===== src/vga_fb_pkg.sv =====
package vga_fb_pkg;

  // default bank address width, 2**5 words covers the 8x4 active area
  localparam int ADDR_W = 5;

  // one rgb word, 4 bits per channel
  localparam int DATA_W = 12;

  // per-frame offset of the test pattern
  localparam int PATTERN_STEP = 37;

  typedef struct packed {
    logic       hsync;
    logic       vsync;
    logic [3:0] red;
    logic [3:0] green;
    logic [3:0] blue;
  } pixel_t;

  // single request word, we selects write vs read
  typedef struct packed {
    logic [ADDR_W-1:0] addr;
    logic              we;
    logic [DATA_W-1:0] wdata;
  } mem_req_t;

endpackage


===== src/sram_bank.sv =====
`timescale 1ns/1ps

module sram_bank #(
  parameter int ADDR_W = vga_fb_pkg::ADDR_W
) (
  input  logic                          clk,
  input  logic                          rst,
  input  vga_fb_pkg::mem_req_t          req,
  input  logic                          valid,
  output logic                          ready,
  output logic [vga_fb_pkg::DATA_W-1:0] rdata,
  output logic                          rvalid
);

  logic [vga_fb_pkg::DATA_W-1:0] mem [2**ADDR_W];

  // single cycle access, never stalls
  assign ready = 1'b1;

  always_ff @(posedge clk) begin
    if (valid && req.we) begin
      mem[req.addr[ADDR_W-1:0]] <= req.wdata;
    end
    if (valid && !req.we) begin
      rdata <= mem[req.addr[ADDR_W-1:0]];
    end
  end

  // read data shows up the cycle after acceptance
  always_ff @(posedge clk) begin
    if (rst) begin
      rvalid <= 1'b0;
    end else begin
      rvalid <= valid && !req.we;
    end
  end

endmodule


===== src/mem_crossbar.sv =====
`timescale 1ns/1ps

module mem_crossbar #(
  parameter int ADDR_W = vga_fb_pkg::ADDR_W
) (
  input  logic                          clk,
  input  logic                          rst,
  input  logic                          sel,
  input  vga_fb_pkg::mem_req_t          wr_req,
  input  logic                          wr_valid,
  output logic                          wr_ready,
  input  vga_fb_pkg::mem_req_t          rd_req,
  input  logic                          rd_valid,
  output logic                          rd_ready,
  output logic [vga_fb_pkg::DATA_W-1:0] rd_data,
  output logic                          rd_rvalid,
  output vga_fb_pkg::mem_req_t          b0_req,
  output logic                          b0_valid,
  input  logic                          b0_ready,
  input  logic [vga_fb_pkg::DATA_W-1:0] b0_rdata,
  input  logic                          b0_rvalid,
  output vga_fb_pkg::mem_req_t          b1_req,
  output logic                          b1_valid,
  input  logic                          b1_ready,
  input  logic [vga_fb_pkg::DATA_W-1:0] b1_rdata,
  input  logic                          b1_rvalid
);

  // bank that the outstanding read went to
  logic rd_sel_q;

  // banks decode only the low ADDR_W bits
  function automatic vga_fb_pkg::mem_req_t trim(input vga_fb_pkg::mem_req_t r);
    vga_fb_pkg::mem_req_t t;
    t = r;
    t.addr = '0;
    t.addr[ADDR_W-1:0] = r.addr[ADDR_W-1:0];
    return t;
  endfunction

  // sel names the front bank, reader goes there and writer to the other
  assign b0_req   = sel ? trim(wr_req) : trim(rd_req);
  assign b0_valid = sel ? wr_valid : rd_valid;
  assign b1_req   = sel ? trim(rd_req) : trim(wr_req);
  assign b1_valid = sel ? rd_valid : wr_valid;

  assign wr_ready = sel ? b0_ready : b1_ready;
  assign rd_ready = sel ? b1_ready : b0_ready;

  always_ff @(posedge clk) begin
    if (rst) begin
      rd_sel_q <= 1'b0;
    end else if (rd_valid && rd_ready) begin
      rd_sel_q <= sel;
    end
  end

  // return path follows the captured sel, so a swap mid-read is safe
  assign rd_data   = rd_sel_q ? b1_rdata : b0_rdata;
  assign rd_rvalid = rd_sel_q ? b1_rvalid : b0_rvalid;

endmodule


===== src/buffer_swap_ctrl.sv =====
`timescale 1ns/1ps

module buffer_swap_ctrl (
  input  logic       clk,
  input  logic       rst,
  input  logic       frame_written,
  input  logic       frame_end,
  output logic       front_sel,
  output logic       frame_start,
  output logic [7:0] frame_idx,
  output logic       show
);

  typedef enum logic [1:0] {
    ST_FILL,
    ST_WAIT_DISP,
    ST_SWAP
  } state_t;

  state_t     state;
  logic [7:0] frame_cnt;
  logic       do_swap;

  // frame_written is still high from the last frame while frame_start is out
  always_comb begin
    do_swap = 1'b0;
    case (state)
      ST_FILL:      do_swap = frame_written && !frame_start && (!show || frame_end);
      ST_WAIT_DISP: do_swap = frame_end;
      default:      do_swap = 1'b0;
    endcase
  end

  always_ff @(posedge clk) begin
    if (rst) begin
      state       <= ST_SWAP;
      front_sel   <= 1'b0;
      show        <= 1'b0;
      frame_start <= 1'b0;
      frame_idx   <= '0;
      frame_cnt   <= '0;
    end else begin
      frame_start <= 1'b0;
      if (do_swap) begin
        // flip on the frame_end edge so the next slot reads the new front
        front_sel <= ~front_sel;
        show      <= 1'b1;
        state     <= ST_SWAP;
      end else begin
        case (state)
          ST_FILL: begin
            // writer done but display busy, hold until frame boundary
            if (frame_written && !frame_start) begin
              state <= ST_WAIT_DISP;
            end
          end
          ST_SWAP: begin
            frame_start <= 1'b1;
            frame_idx   <= frame_cnt;
            frame_cnt   <= frame_cnt + 8'd1;
            state       <= ST_FILL;
          end
          default: ;
        endcase
      end
    end
  end

endmodule


===== src/pattern_writer.sv =====
`timescale 1ns/1ps

module pattern_writer #(
  parameter int H_ACTIVE = 8,
  parameter int V_ACTIVE = 4,
  parameter int ADDR_W   = vga_fb_pkg::ADDR_W
) (
  input  logic                 clk,
  input  logic                 rst,
  input  logic                 frame_start,
  input  logic [7:0]           frame_idx,
  output vga_fb_pkg::mem_req_t req,
  input  logic                 ready,
  output logic                 valid,
  output logic                 frame_written
);

  localparam logic [ADDR_W-1:0] LAST_ADDR = ADDR_W'(H_ACTIVE * V_ACTIVE - 1);

  logic [ADDR_W-1:0]             addr;
  logic [vga_fb_pkg::DATA_W-1:0] word;

  always_ff @(posedge clk) begin
    if (rst) begin
      valid         <= 1'b0;
      frame_written <= 1'b0;
      addr          <= '0;
    end else if (frame_start) begin
      valid         <= 1'b1;
      frame_written <= 1'b0;
      addr          <= '0;
    end else if (valid && ready) begin
      addr <= addr + 1'b1;
      if (addr == LAST_ADDR) begin
        valid         <= 1'b0;
        frame_written <= 1'b1;
      end
    end
  end

  // word tracks addr + step * k, wraps naturally at 12 bits
  always_ff @(posedge clk) begin
    if (frame_start) begin
      word <= vga_fb_pkg::DATA_W'(vga_fb_pkg::PATTERN_STEP * int'(frame_idx));
    end else if (valid && ready) begin
      word <= word + 1'b1;
    end
  end

  always_comb begin
    req                  = '0;
    req.addr[ADDR_W-1:0] = addr;
    req.we               = 1'b1;
    req.wdata            = word;
  end

endmodule


===== src/pixel_streamer.sv =====
`timescale 1ns/1ps

module pixel_streamer #(
  parameter int H_ACTIVE = 8,
  parameter int H_TOTAL  = 10,
  parameter int V_ACTIVE = 4,
  parameter int V_TOTAL  = 5,
  parameter int H_SYNC   = 1,
  parameter int ADDR_W   = vga_fb_pkg::ADDR_W
) (
  input  logic                          clk,
  input  logic                          rst,
  input  logic                          show,
  input  logic                          almost_full,
  output vga_fb_pkg::mem_req_t          req,
  output logic                          valid,
  input  logic                          ready,
  input  logic [vga_fb_pkg::DATA_W-1:0] rdata,
  input  logic                          rvalid,
  output logic                          push,
  output vga_fb_pkg::pixel_t            pix,
  output logic                          frame_end
);

  localparam int XW = $clog2(H_TOTAL);
  localparam int YW = $clog2(V_TOTAL);

  logic [XW-1:0]     x;
  logic [YW-1:0]     y;
  logic [ADDR_W-1:0] rd_addr;
  logic              active;
  logic              last_x;
  logic              last_y;
  logic              hold;
  logic              go;
  logic              step;

  // slot issued last cycle, pixel leaves this cycle
  logic pend_valid;
  logic pend_read;
  logic pend_hsync;
  logic pend_vsync;

  assign active = (int'(x) < H_ACTIVE) && (int'(y) < V_ACTIVE);
  assign last_x = (x == XW'(H_TOTAL - 1));
  assign last_y = (y == YW'(V_TOTAL - 1));

  // a held read request stays up regardless of fifo level
  assign go        = hold || (show && !almost_full);
  assign valid     = go && active;
  assign step      = go && (!active || ready);
  assign frame_end = step && last_x && last_y;

  always_ff @(posedge clk) begin
    if (rst) begin
      x          <= '0;
      y          <= '0;
      rd_addr    <= '0;
      hold       <= 1'b0;
      pend_valid <= 1'b0;
    end else begin
      hold       <= valid && !ready;
      pend_valid <= step;
      if (step) begin
        if (last_x) begin
          x <= '0;
          y <= last_y ? '0 : y + 1'b1;
        end else begin
          x <= x + 1'b1;
        end
        if (frame_end) begin
          rd_addr <= '0;
        end else if (active) begin
          rd_addr <= rd_addr + 1'b1;
        end
      end
    end
  end

  always_ff @(posedge clk) begin
    if (step) begin
      pend_read  <= active;
      pend_hsync <= int'(x) >= H_TOTAL - H_SYNC;
      pend_vsync <= last_y;
    end
  end

  always_comb begin
    req                  = '0;
    req.addr[ADDR_W-1:0] = rd_addr;
    req.we               = 1'b0;
  end

  // blanking slots go out black
  assign push = pend_valid && (!pend_read || rvalid);

  always_comb begin
    pix.hsync                   = pend_hsync;
    pix.vsync                   = pend_vsync;
    {pix.red, pix.green, pix.blue} = pend_read ? rdata : '0;
  end

endmodule


===== src/pixel_fifo.sv =====
`timescale 1ns/1ps

module pixel_fifo #(
  parameter int FIFO_DEPTH = 8
) (
  input  logic               clk,
  input  logic               rst,
  input  logic               push,
  input  vga_fb_pkg::pixel_t din,
  output logic               almost_full,
  output vga_fb_pkg::pixel_t pix,
  output logic               pix_valid,
  input  logic               pix_ready
);

  localparam int PW = $clog2(FIFO_DEPTH);
  localparam int CW = $clog2(FIFO_DEPTH + 1);

  vga_fb_pkg::pixel_t mem [FIFO_DEPTH];
  logic [PW-1:0]      wr_ptr;
  logic [PW-1:0]      rd_ptr;
  logic [CW-1:0]      count;
  logic               wr_en;
  logic               rd_en;

  assign wr_en = push && (count != CW'(FIFO_DEPTH));
  assign rd_en = pix_valid && pix_ready;

  assign pix_valid = (count != '0);
  assign pix       = mem[rd_ptr];

  // two spare entries absorb the push already in the streamer pipe
  assign almost_full = (count >= CW'(FIFO_DEPTH - 2));

  always_ff @(posedge clk) begin
    if (wr_en) begin
      mem[wr_ptr] <= din;
    end
  end

  always_ff @(posedge clk) begin
    if (rst) begin
      wr_ptr <= '0;
      rd_ptr <= '0;
      count  <= '0;
    end else begin
      if (wr_en) begin
        wr_ptr <= (wr_ptr == PW'(FIFO_DEPTH - 1)) ? '0 : wr_ptr + 1'b1;
      end
      if (rd_en) begin
        rd_ptr <= (rd_ptr == PW'(FIFO_DEPTH - 1)) ? '0 : rd_ptr + 1'b1;
      end
      count <= count + CW'(wr_en) - CW'(rd_en);
    end
  end

endmodule


===== src/vga_sram_double_buf.sv =====
`timescale 1ns/1ps

module vga_sram_double_buf #(
  parameter int H_ACTIVE   = 8,
  parameter int V_ACTIVE   = 4,
  parameter int H_TOTAL    = 10,
  parameter int V_TOTAL    = 5,
  parameter int H_SYNC     = 1,
  parameter int FIFO_DEPTH = 8,
  parameter int ADDR_W     = vga_fb_pkg::ADDR_W
) (
  input  logic               clk,
  input  logic               rst,
  output vga_fb_pkg::pixel_t pix,
  output logic               pix_valid,
  input  logic               pix_ready
);

  // swap control
  logic       front_sel;
  logic       frame_start;
  logic [7:0] frame_idx;
  logic       frame_written;
  logic       frame_end;
  logic       show;

  // master side of the crossbar
  vga_fb_pkg::mem_req_t          wr_req;
  logic                          wr_valid;
  logic                          wr_ready;
  vga_fb_pkg::mem_req_t          rd_req;
  logic                          rd_valid;
  logic                          rd_ready;
  logic [vga_fb_pkg::DATA_W-1:0] rd_data;
  logic                          rd_rvalid;

  // bank side
  vga_fb_pkg::mem_req_t          b0_req;
  logic                          b0_valid;
  logic                          b0_ready;
  logic [vga_fb_pkg::DATA_W-1:0] b0_rdata;
  logic                          b0_rvalid;
  vga_fb_pkg::mem_req_t          b1_req;
  logic                          b1_valid;
  logic                          b1_ready;
  logic [vga_fb_pkg::DATA_W-1:0] b1_rdata;
  logic                          b1_rvalid;

  // streamer into fifo
  logic               push;
  logic               almost_full;
  vga_fb_pkg::pixel_t st_pix;

  buffer_swap_ctrl u_buffer_swap_ctrl (
    .clk          (clk),
    .rst          (rst),
    .frame_written(frame_written),
    .frame_end    (frame_end),
    .front_sel    (front_sel),
    .frame_start  (frame_start),
    .frame_idx    (frame_idx),
    .show         (show)
  );

  pattern_writer #(
    .H_ACTIVE(H_ACTIVE),
    .V_ACTIVE(V_ACTIVE),
    .ADDR_W  (ADDR_W)
  ) u_pattern_writer (
    .clk          (clk),
    .rst          (rst),
    .frame_start  (frame_start),
    .frame_idx    (frame_idx),
    .req          (wr_req),
    .valid        (wr_valid),
    .ready        (wr_ready),
    .frame_written(frame_written)
  );

  pixel_streamer #(
    .H_ACTIVE(H_ACTIVE),
    .H_TOTAL (H_TOTAL),
    .V_ACTIVE(V_ACTIVE),
    .V_TOTAL (V_TOTAL),
    .H_SYNC  (H_SYNC),
    .ADDR_W  (ADDR_W)
  ) u_pixel_streamer (
    .clk        (clk),
    .rst        (rst),
    .show       (show),
    .almost_full(almost_full),
    .req        (rd_req),
    .valid      (rd_valid),
    .ready      (rd_ready),
    .rdata      (rd_data),
    .rvalid     (rd_rvalid),
    .push       (push),
    .pix        (st_pix),
    .frame_end  (frame_end)
  );

  mem_crossbar #(
    .ADDR_W(ADDR_W)
  ) u_mem_crossbar (
    .clk      (clk),
    .rst      (rst),
    .sel      (front_sel),
    .wr_req   (wr_req),
    .wr_valid (wr_valid),
    .wr_ready (wr_ready),
    .rd_req   (rd_req),
    .rd_valid (rd_valid),
    .rd_ready (rd_ready),
    .rd_data  (rd_data),
    .rd_rvalid(rd_rvalid),
    .b0_req   (b0_req),
    .b0_valid (b0_valid),
    .b0_ready (b0_ready),
    .b0_rdata (b0_rdata),
    .b0_rvalid(b0_rvalid),
    .b1_req   (b1_req),
    .b1_valid (b1_valid),
    .b1_ready (b1_ready),
    .b1_rdata (b1_rdata),
    .b1_rvalid(b1_rvalid)
  );

  sram_bank #(
    .ADDR_W(ADDR_W)
  ) u_bank0 (
    .clk   (clk),
    .rst   (rst),
    .req   (b0_req),
    .valid (b0_valid),
    .ready (b0_ready),
    .rdata (b0_rdata),
    .rvalid(b0_rvalid)
  );

  sram_bank #(
    .ADDR_W(ADDR_W)
  ) u_bank1 (
    .clk   (clk),
    .rst   (rst),
    .req   (b1_req),
    .valid (b1_valid),
    .ready (b1_ready),
    .rdata (b1_rdata),
    .rvalid(b1_rvalid)
  );

  pixel_fifo #(
    .FIFO_DEPTH(FIFO_DEPTH)
  ) u_pixel_fifo (
    .clk        (clk),
    .rst        (rst),
    .push       (push),
    .din        (st_pix),
    .almost_full(almost_full),
    .pix        (pix),
    .pix_valid  (pix_valid),
    .pix_ready  (pix_ready)
  );

endmodule


===== config.mk =====
export PLATFORM = sky130hd
export DESIGN_NAME = vga_sram_double_buf
export DESIGN_NICKNAME = d
export VERILOG_FILES = /design/src/vga_fb_pkg.sv /design/src/sram_bank.sv /design/src/mem_crossbar.sv /design/src/buffer_swap_ctrl.sv /design/src/pattern_writer.sv /design/src/pixel_streamer.sv /design/src/pixel_fifo.sv /design/src/vga_sram_double_buf.sv
export SDC_FILE = /design/constraint.sdc
export NUM_CORES = 1
export LEC_CHECK = 0
export ABC_AREA = 1
export BUFFER_PORTS_ARGS = -buffer_cell sky130_fd_sc_hd__buf_2
export CELL_PAD_IN_SITES_DETAIL_PLACEMENT = 1
export CELL_PAD_IN_SITES_GLOBAL_PLACEMENT = 2
export CORE_ASPECT_RATIO = 0.8
export CORE_MARGIN = 1.5
export CORE_UTILIZATION = 46
export DETAILED_ROUTE_END_ITERATION = 16
export GPL_TIMING_DRIVEN = 0
export PLACE_DENSITY_LB_ADDON = 0.05
export SLEW_MARGIN = 20
export SYNTH_ARGS = -nofsm -noshare
export SYNTH_HDL_FRONTEND = slang
export SYNTH_SLANG_ARGS = --single-unit

===== constraint.sdc =====
create_clock -name clk -period 4 [get_ports clk]
set_input_delay 0.2 -clock clk [delete_from_list [all_inputs] [get_ports clk]]
set_output_delay 0.2 -clock clk [all_outputs]
set_load 0.02 [all_outputs]

==> metrics.yaml, run 1 <==
syn_area_per_cell_um2: 10.3
cts-htree-levels: 3
port_buffers: 16
fin_crit_sh: 0.953
synth_fp_nets: 4125
synth.area.top_cells: "edfxtp_1, nand2_1, nand3_1"
finalSetupTns_ns: 0
wire_per_inst_um: 25.9
syn_inst: 4076
vias_per_cell: 5.55
p_leak_nw: 18.7
crit_path_start_kind: "register"
grt_util_all_layers: 0.310
cts_tree: "yes"
drt_wl_total_um: 144000
vias: 30758
cp-end-kind: "register"
antenna_found_initial: 4
async_flop_share: 0
ys_seq_elements: 976
cts.sinks: 976
synthTopCellsByCount: "nand2_1, edfxtp_1, nor2_1"
critPathBufInv: 3
drv_slew: 0
clk_latency_ns: 0.68
dr.pass1.iters: 5
dieWidth_um: 340
synth_edf_count: 919
synth_top_area_frac: 0.659
post_cts_buffers: 0
first_global_vias: 30636
crit_arrival_ns: 4.10
status: "complete, no violations"
crit_path_cell_trace: "inv_1 -> nand2_1 -> nand2_2 -> buf_4 -> buf_4 -> nand3_1 -> nor2_2"
cp_slowest_stage_delay_ns: 0.99
cp_common_cell: "buf_4"
fin_ws_ns: 0.189
max-slew-margin-rel: 0.292
yosys_warnings: 0
crit_path_max_fanout: 12
die_height_um: 273
path_clk_slew_ns: 0.06
min_period_ns: 3.81
io_pins: 18
drt_iter0_drc: 3321
place_ws_ns: 0.299
grt_pass1_wl_um: 208000
skew_ns: 0.0244
ant_nets: 0
crit_family: "simple AND/OR/NAND/NOR gates"
worstMarginPinSlew_ns: 1.06
area_delta_synth_final_pct: 14.5
synth.most_common_cell: "nand2_1"
maxCapViolCount: 0
p_total_mw: 22.5
cts_resized: 0
gr-max-usage-layer: "met1"
fmax_mhz: 262
final_layout_size_suffix_gt1_frac: 0.102
drc: 0
critPathKind: "reg2reg"
grtUsageMet3: 0.0781
worst_path_max_delay_cell: "nor2_2"
use_met2: 0.455
grt.met1_usage: 0.460
place_area_um2: 44800
cts_hold_buf: 1
clockBufferDepth: 3
ys_types: 37
root_buffer: "clkbuf_16"
rsz0062_at_grt: "no"
synth_top_area_cell: "edfxtp_1"
grt_max_degree: 33
antenna_cells: 0
final_hold_viol_count: 0
finalSetupViolCount: 0
required_ns: 4.29
gp_congestion: 0.929
numCtsBuffers: 100
nets: 4308
die_area_um2: 92900
yosys_most_used_dff: "edfxtp_1"
core_um2: 89800
grt.overflow.total: 0
fp-row-count: 98
hpwlAfterDp_um: 100000
ys_seq_area_frac: 0.686
synth_area_um2: 41900
hold_class: "in2reg"
design_area_um2: 48000
peakVddDrop_v: 0.000391
powerDensity_nw_per_um2: 469
start_util: 0.467
sequential cells by signal (all words and copies together) (netlist names), 5 cells and up, named ones only:
signal,flops
u_buffer_swap_ctrl.frame_cnt,8
u_pixel_streamer.rd_addr,5
u_pattern_writer.word,12
u_bank1.mem,384
u_bank0.rdata,12
u_bank0.mem,384
u_bank1.rdata,12
u_pixel_fifo.mem,112
u_pattern_writer.addr,5
u_buffer_swap_ctrl.frame_idx,8
path summary, 6_finish.rpt:
kind / to / slack (ns) / depth (start not counted) / start
min reg2reg: u_buffer_swap_ctrl.show / 0.48 / 2 / u_buffer_swap_ctrl.show
max reg2reg: u_bank1.mem[26][0] / 0.19 / 7 / u_pixel_streamer.rd_addr[0]
min: u_pixel_streamer.pend_valid / 0.08 / 2 / rst
max: u_bank1.mem[26][0] / 0.19 / 7 / u_pixel_streamer.rd_addr[0]
through the flow:
stage,util,hold slack (ns),instances
floorplan,-,0.441,4076
global placement,0.484,0.472,5292
detailed placement,0.499,0.472,5356
CTS,0.534,0.0532,5538
global route,0.534,0.103,5538
finish,0.534,0.0783,5538
worst register-to-register path, cell delays in order, from the launching register on:
cell	delay [ns]
dfxtp_1	0.43
inv_1	0.27
nand2_1	0.29
nand2_2	0.34
buf_4	0.27
buf_4	0.23
nand3_1	0.60
nor2_2	0.99
layout make-up:
class                      count  area (um2)
fill                        9815       41800
sequential                   976       28700
timing repair buffer          81        1150
clock buffer                 117        2610
multi-input combinational   2776       12000
tap                         1200        1500
clock inverter                64         514
buffer                       198         956
inverter                     126         473
metal layers:
layer	wire, um	vias up
li1	-	13941
met1	65600	15478
met2	61300	1146
met3	13600	193
met4	3170	0
met5	0	-
where the power goes:
group	switching [mW]	total (mW)	internal, mW
combinational	1.47	2.04	0.578
sequential	0.0702	11.3	11.2
clock	4.05	9.16	5.11
total	5.59	22.5	16.9
logic make-up (layout without fill, tap and decap cells):
logic type / Yosys count / in the layout / synth area share
XOR/XNOR: 6 / 6 / 0.00125
flip-flops: 976 / 976 / 0.686
AND/OR/NAND/NOR: 2556 / 2556 / 0.240
AO/OA/AOI/OAI: 168 / 168 / 0.0239
buffers and inverters: 324 / 586 / 0.0341
adder cells (fa/ha/maj): 46 / 46 / 0.0146
placed cells by master, fill, tap and decap left out, types with 5 or more instances in the layout:
cell and instances:
inv_1 110, clkinv_1 26, buf_8 29, buf_1 10, nor2_4 15, bufinv_16 7
inv_2 16, o21ai_0 74, buf_2 83, edfxtp_1 919, o32ai_1 28, buf_6 23
buf_16 12, clkbuf_1 105, nor3_2 16, nand2_2 5, nor2_2 69, fa_1 5
dfxtp_1 57, nand3_1 245, a21oi_1 38, nand4_1 5, o21ai_1 9, clkinv_2 21
clkbuf_16 102, nand2_1 1974, buf_4 26, ha_1 41, nor2_1 204, nor3_1 18
Power figures use the tool's default switching activity.
==> inputs of run 2 (changes only) <==
Settings changed: CORE_MARGIN 1.5 to unset, CTS_BUF_LIST set to sky130_fd_sc_hd__clkbuf_16.
==> run 2 against run 1 <==
Non-clock buffer count increased by 1. Global-route usage increased by 0.17 points. Die area decreased by 0.66%. Total power decreased by 1.2%. Sequential share of layout area increased by 0.12 points. Critical path depth unchanged. Clock power decreased by 2.9%. Maximum frequency increased by 2.1%. Combinational power about the same. Hold slack got worse by 0.053 ns. Highest routed layer is now met5.
==> metrics.yaml, run 2 (synthesis gave the netlist of run 1 again) <==
final_hold_viol_count: 0  # unchanged
wire_per_inst_um: 25.9  # -0.23%
worstMarginPinSlew_ns: 0.955  # -0.103 ns
cts_tree: "yes"
stdcell_count: 5543  # +0.090%
cp-end-kind: "register"
io_pins: 18  # unchanged
grt_util_all_layers: 0.311  # +0.00169
grt_pass1_wl_um: 209000  # +0.59%
layout_commonest_cell: "nand2_1"
drt_wl_total_um: 143000  # -0.14%
powerDensity_nw_per_um2: 464  # -1.0%
fin_ws_ns: 0.268  # +0.0788 ns
root_buffer: "clkbuf_16"
numCtsBuffers: 100  # unchanged
vias: 30881  # +0.40%
fin_hold_ws_ns: 0.0257  # -0.0527 ns
peakVddDrop_v: 0.000378  # -3.2%
nets: 4309  # +0.023%
min_period_ns: 3.73  # -0.0788 ns
fin_crit_sh: 0.933  # -0.0197
hpwlAfterDp_um: 99700  # -0.28%
fmax_mhz: 268  # +2.1%
fp-row-count: 98  # unchanged
die_area_um2: 92300  # -0.66%
p_leak_nw: 18.7  # +0.21%
clockBufferDepth: 3  # unchanged
antenna_found_initial: 5  # +1
p_total_mw: 22.2  # -1.2%
dieWidth_um: 339  # -0.29%
design_area_um2: 47900  # -0.20%
die_height_um: 272  # -0.37%
placed_cells: 5357  # +0.019%
cts-htree-levels: 3  # unchanged
crit_path_start_kind: "register"
core_um2: 89800  # unchanged
path_clk_slew_ns: 0.06  # about the same
post_cts_buffers: 0  # unchanged
area_delta_synth_final_pct: 14.2
required_ns: 4.29  # about the same
first_global_vias: 30743  # +0.35%
port_buffers: 16  # unchanged
vias_per_cell: 5.57  # +0.31%
grt_max_degree: 33  # unchanged
drv_slew: 0  # unchanged
clk_latency_ns: 0.69  # about the same
gp_congestion: 0.924  # -0.55%
dr.pass1.iters: 5  # unchanged
final_layout_size_suffix_gt1_frac: 0.101  # -0.00148
routed.top_layer: "met5"
maxCapViolCount: 0  # unchanged
met2RoutedLength_um: 60400  # -1.4%
cts.sinks: 976  # unchanged
ant_nets: 0  # unchanged
place_ws_ns: 0.440  # +0.141 ns
rsz0062_at_grt: "no"
crit_path_max_fanout: 12  # unchanged
drc: 0  # unchanged
max-slew-margin-rel: 0.362  # +0.0706
reg_top3: "u_bank0.mem: 384 flops, u_bank1.mem: 384 flops, u_pixel_fifo.mem: 112 flops"
drt_iter0_drc: 3536  # +6.5%
start_util: 0.467  # unchanged
hold_class: "in2reg"
final_cell_mix: "nand2_1, edfxtp_1, nand3_1, nor2_1, inv_1"
dr_wl_met3_um: 12500  # -7.6%
crit_arrival_ns: 4.03  # -0.07 ns
finalSetupViolCount: 0  # unchanged
skew_ns: 0.0309  # +0.00646 ns
status: "complete, no violations"
met1Wirelength_um: 67100  # +2.2%
finalSetupTns_ns: 0  # unchanged
place_area_um2: 44800  # about the same
final_util: 0.533  # -0.00106
critPathKind: "reg2reg"
cts_resized: 0  # unchanged
grt.overflow.total: 0  # unchanged
run 2: changes by cell type in the layout (fill, tap and decap cells not counted), moves of 2 or more:
cell	previous run	this run
clkbuf_1	105	90
clkinvlp_4	3	0
buf_16	12	9
buf_8	29	32
clkinv_1	26	32
bufinv_16	7	4
buf_12	4	6
inv_1	110	130
run 2: final timing paths:
kind         cells past startpoint                     endpoint                        start  slack [ns]
max                              7           u_bank1.mem[6][11]  u_pixel_streamer.rd_addr[0]        0.27
max reg2reg                      7           u_bank1.mem[6][11]  u_pixel_streamer.rd_addr[0]        0.27
min                              2  u_pixel_streamer.pend_valid                          rst        0.03
min reg2reg                      2        u_pixel_streamer.y[2]        u_pixel_streamer.y[2]        0.49
run 2: worst max-delay path, cell delays in order (launching register included):
cell and delay (ns):
dfxtp_1 0.43, inv_1 0.30, nand2_1 0.28, nand2_2 0.32, buf_4 0.26, buf_4 0.23, nand3_1 0.53, nor2_2 0.96
run 2: metal layers:
layer,GRT usage,vias up
li1,-,13947
met1,0.486,15510
met2,0.447,1219
met3,0.0579,203
met4,0.0743,2
met5,0,-
run 2: cell type report:
type	count	area, um2
inverters	126	473
fillers	9701	41900
diodes	1	2.50
repair buffers	82	1140
flip-flops and latches	976	28700
multi-input cells	2776	12000
well taps	1200	1500
clock inverters	82	479
plain buffers	198	956
clock buffers	102	2550
run 2: what timing repair did:
item,4_1_cts,5_1_grt
hold endpoints to repair,6,0
hold buffers,1,0
setup endpoints to repair,0,0
run 2: power breakdown:
group / leakage (nW) / total (mW) / internal, mW / switching [mW]
registers: 8.32 / 11.3 / 11.2 / 0.0711
logic: 8.80 / 2.04 / 0.577 / 1.46
clock network: 1.57 / 8.89 / 4.86 / 4.03
total: 18.7 / 22.2 / 16.7 / 5.56
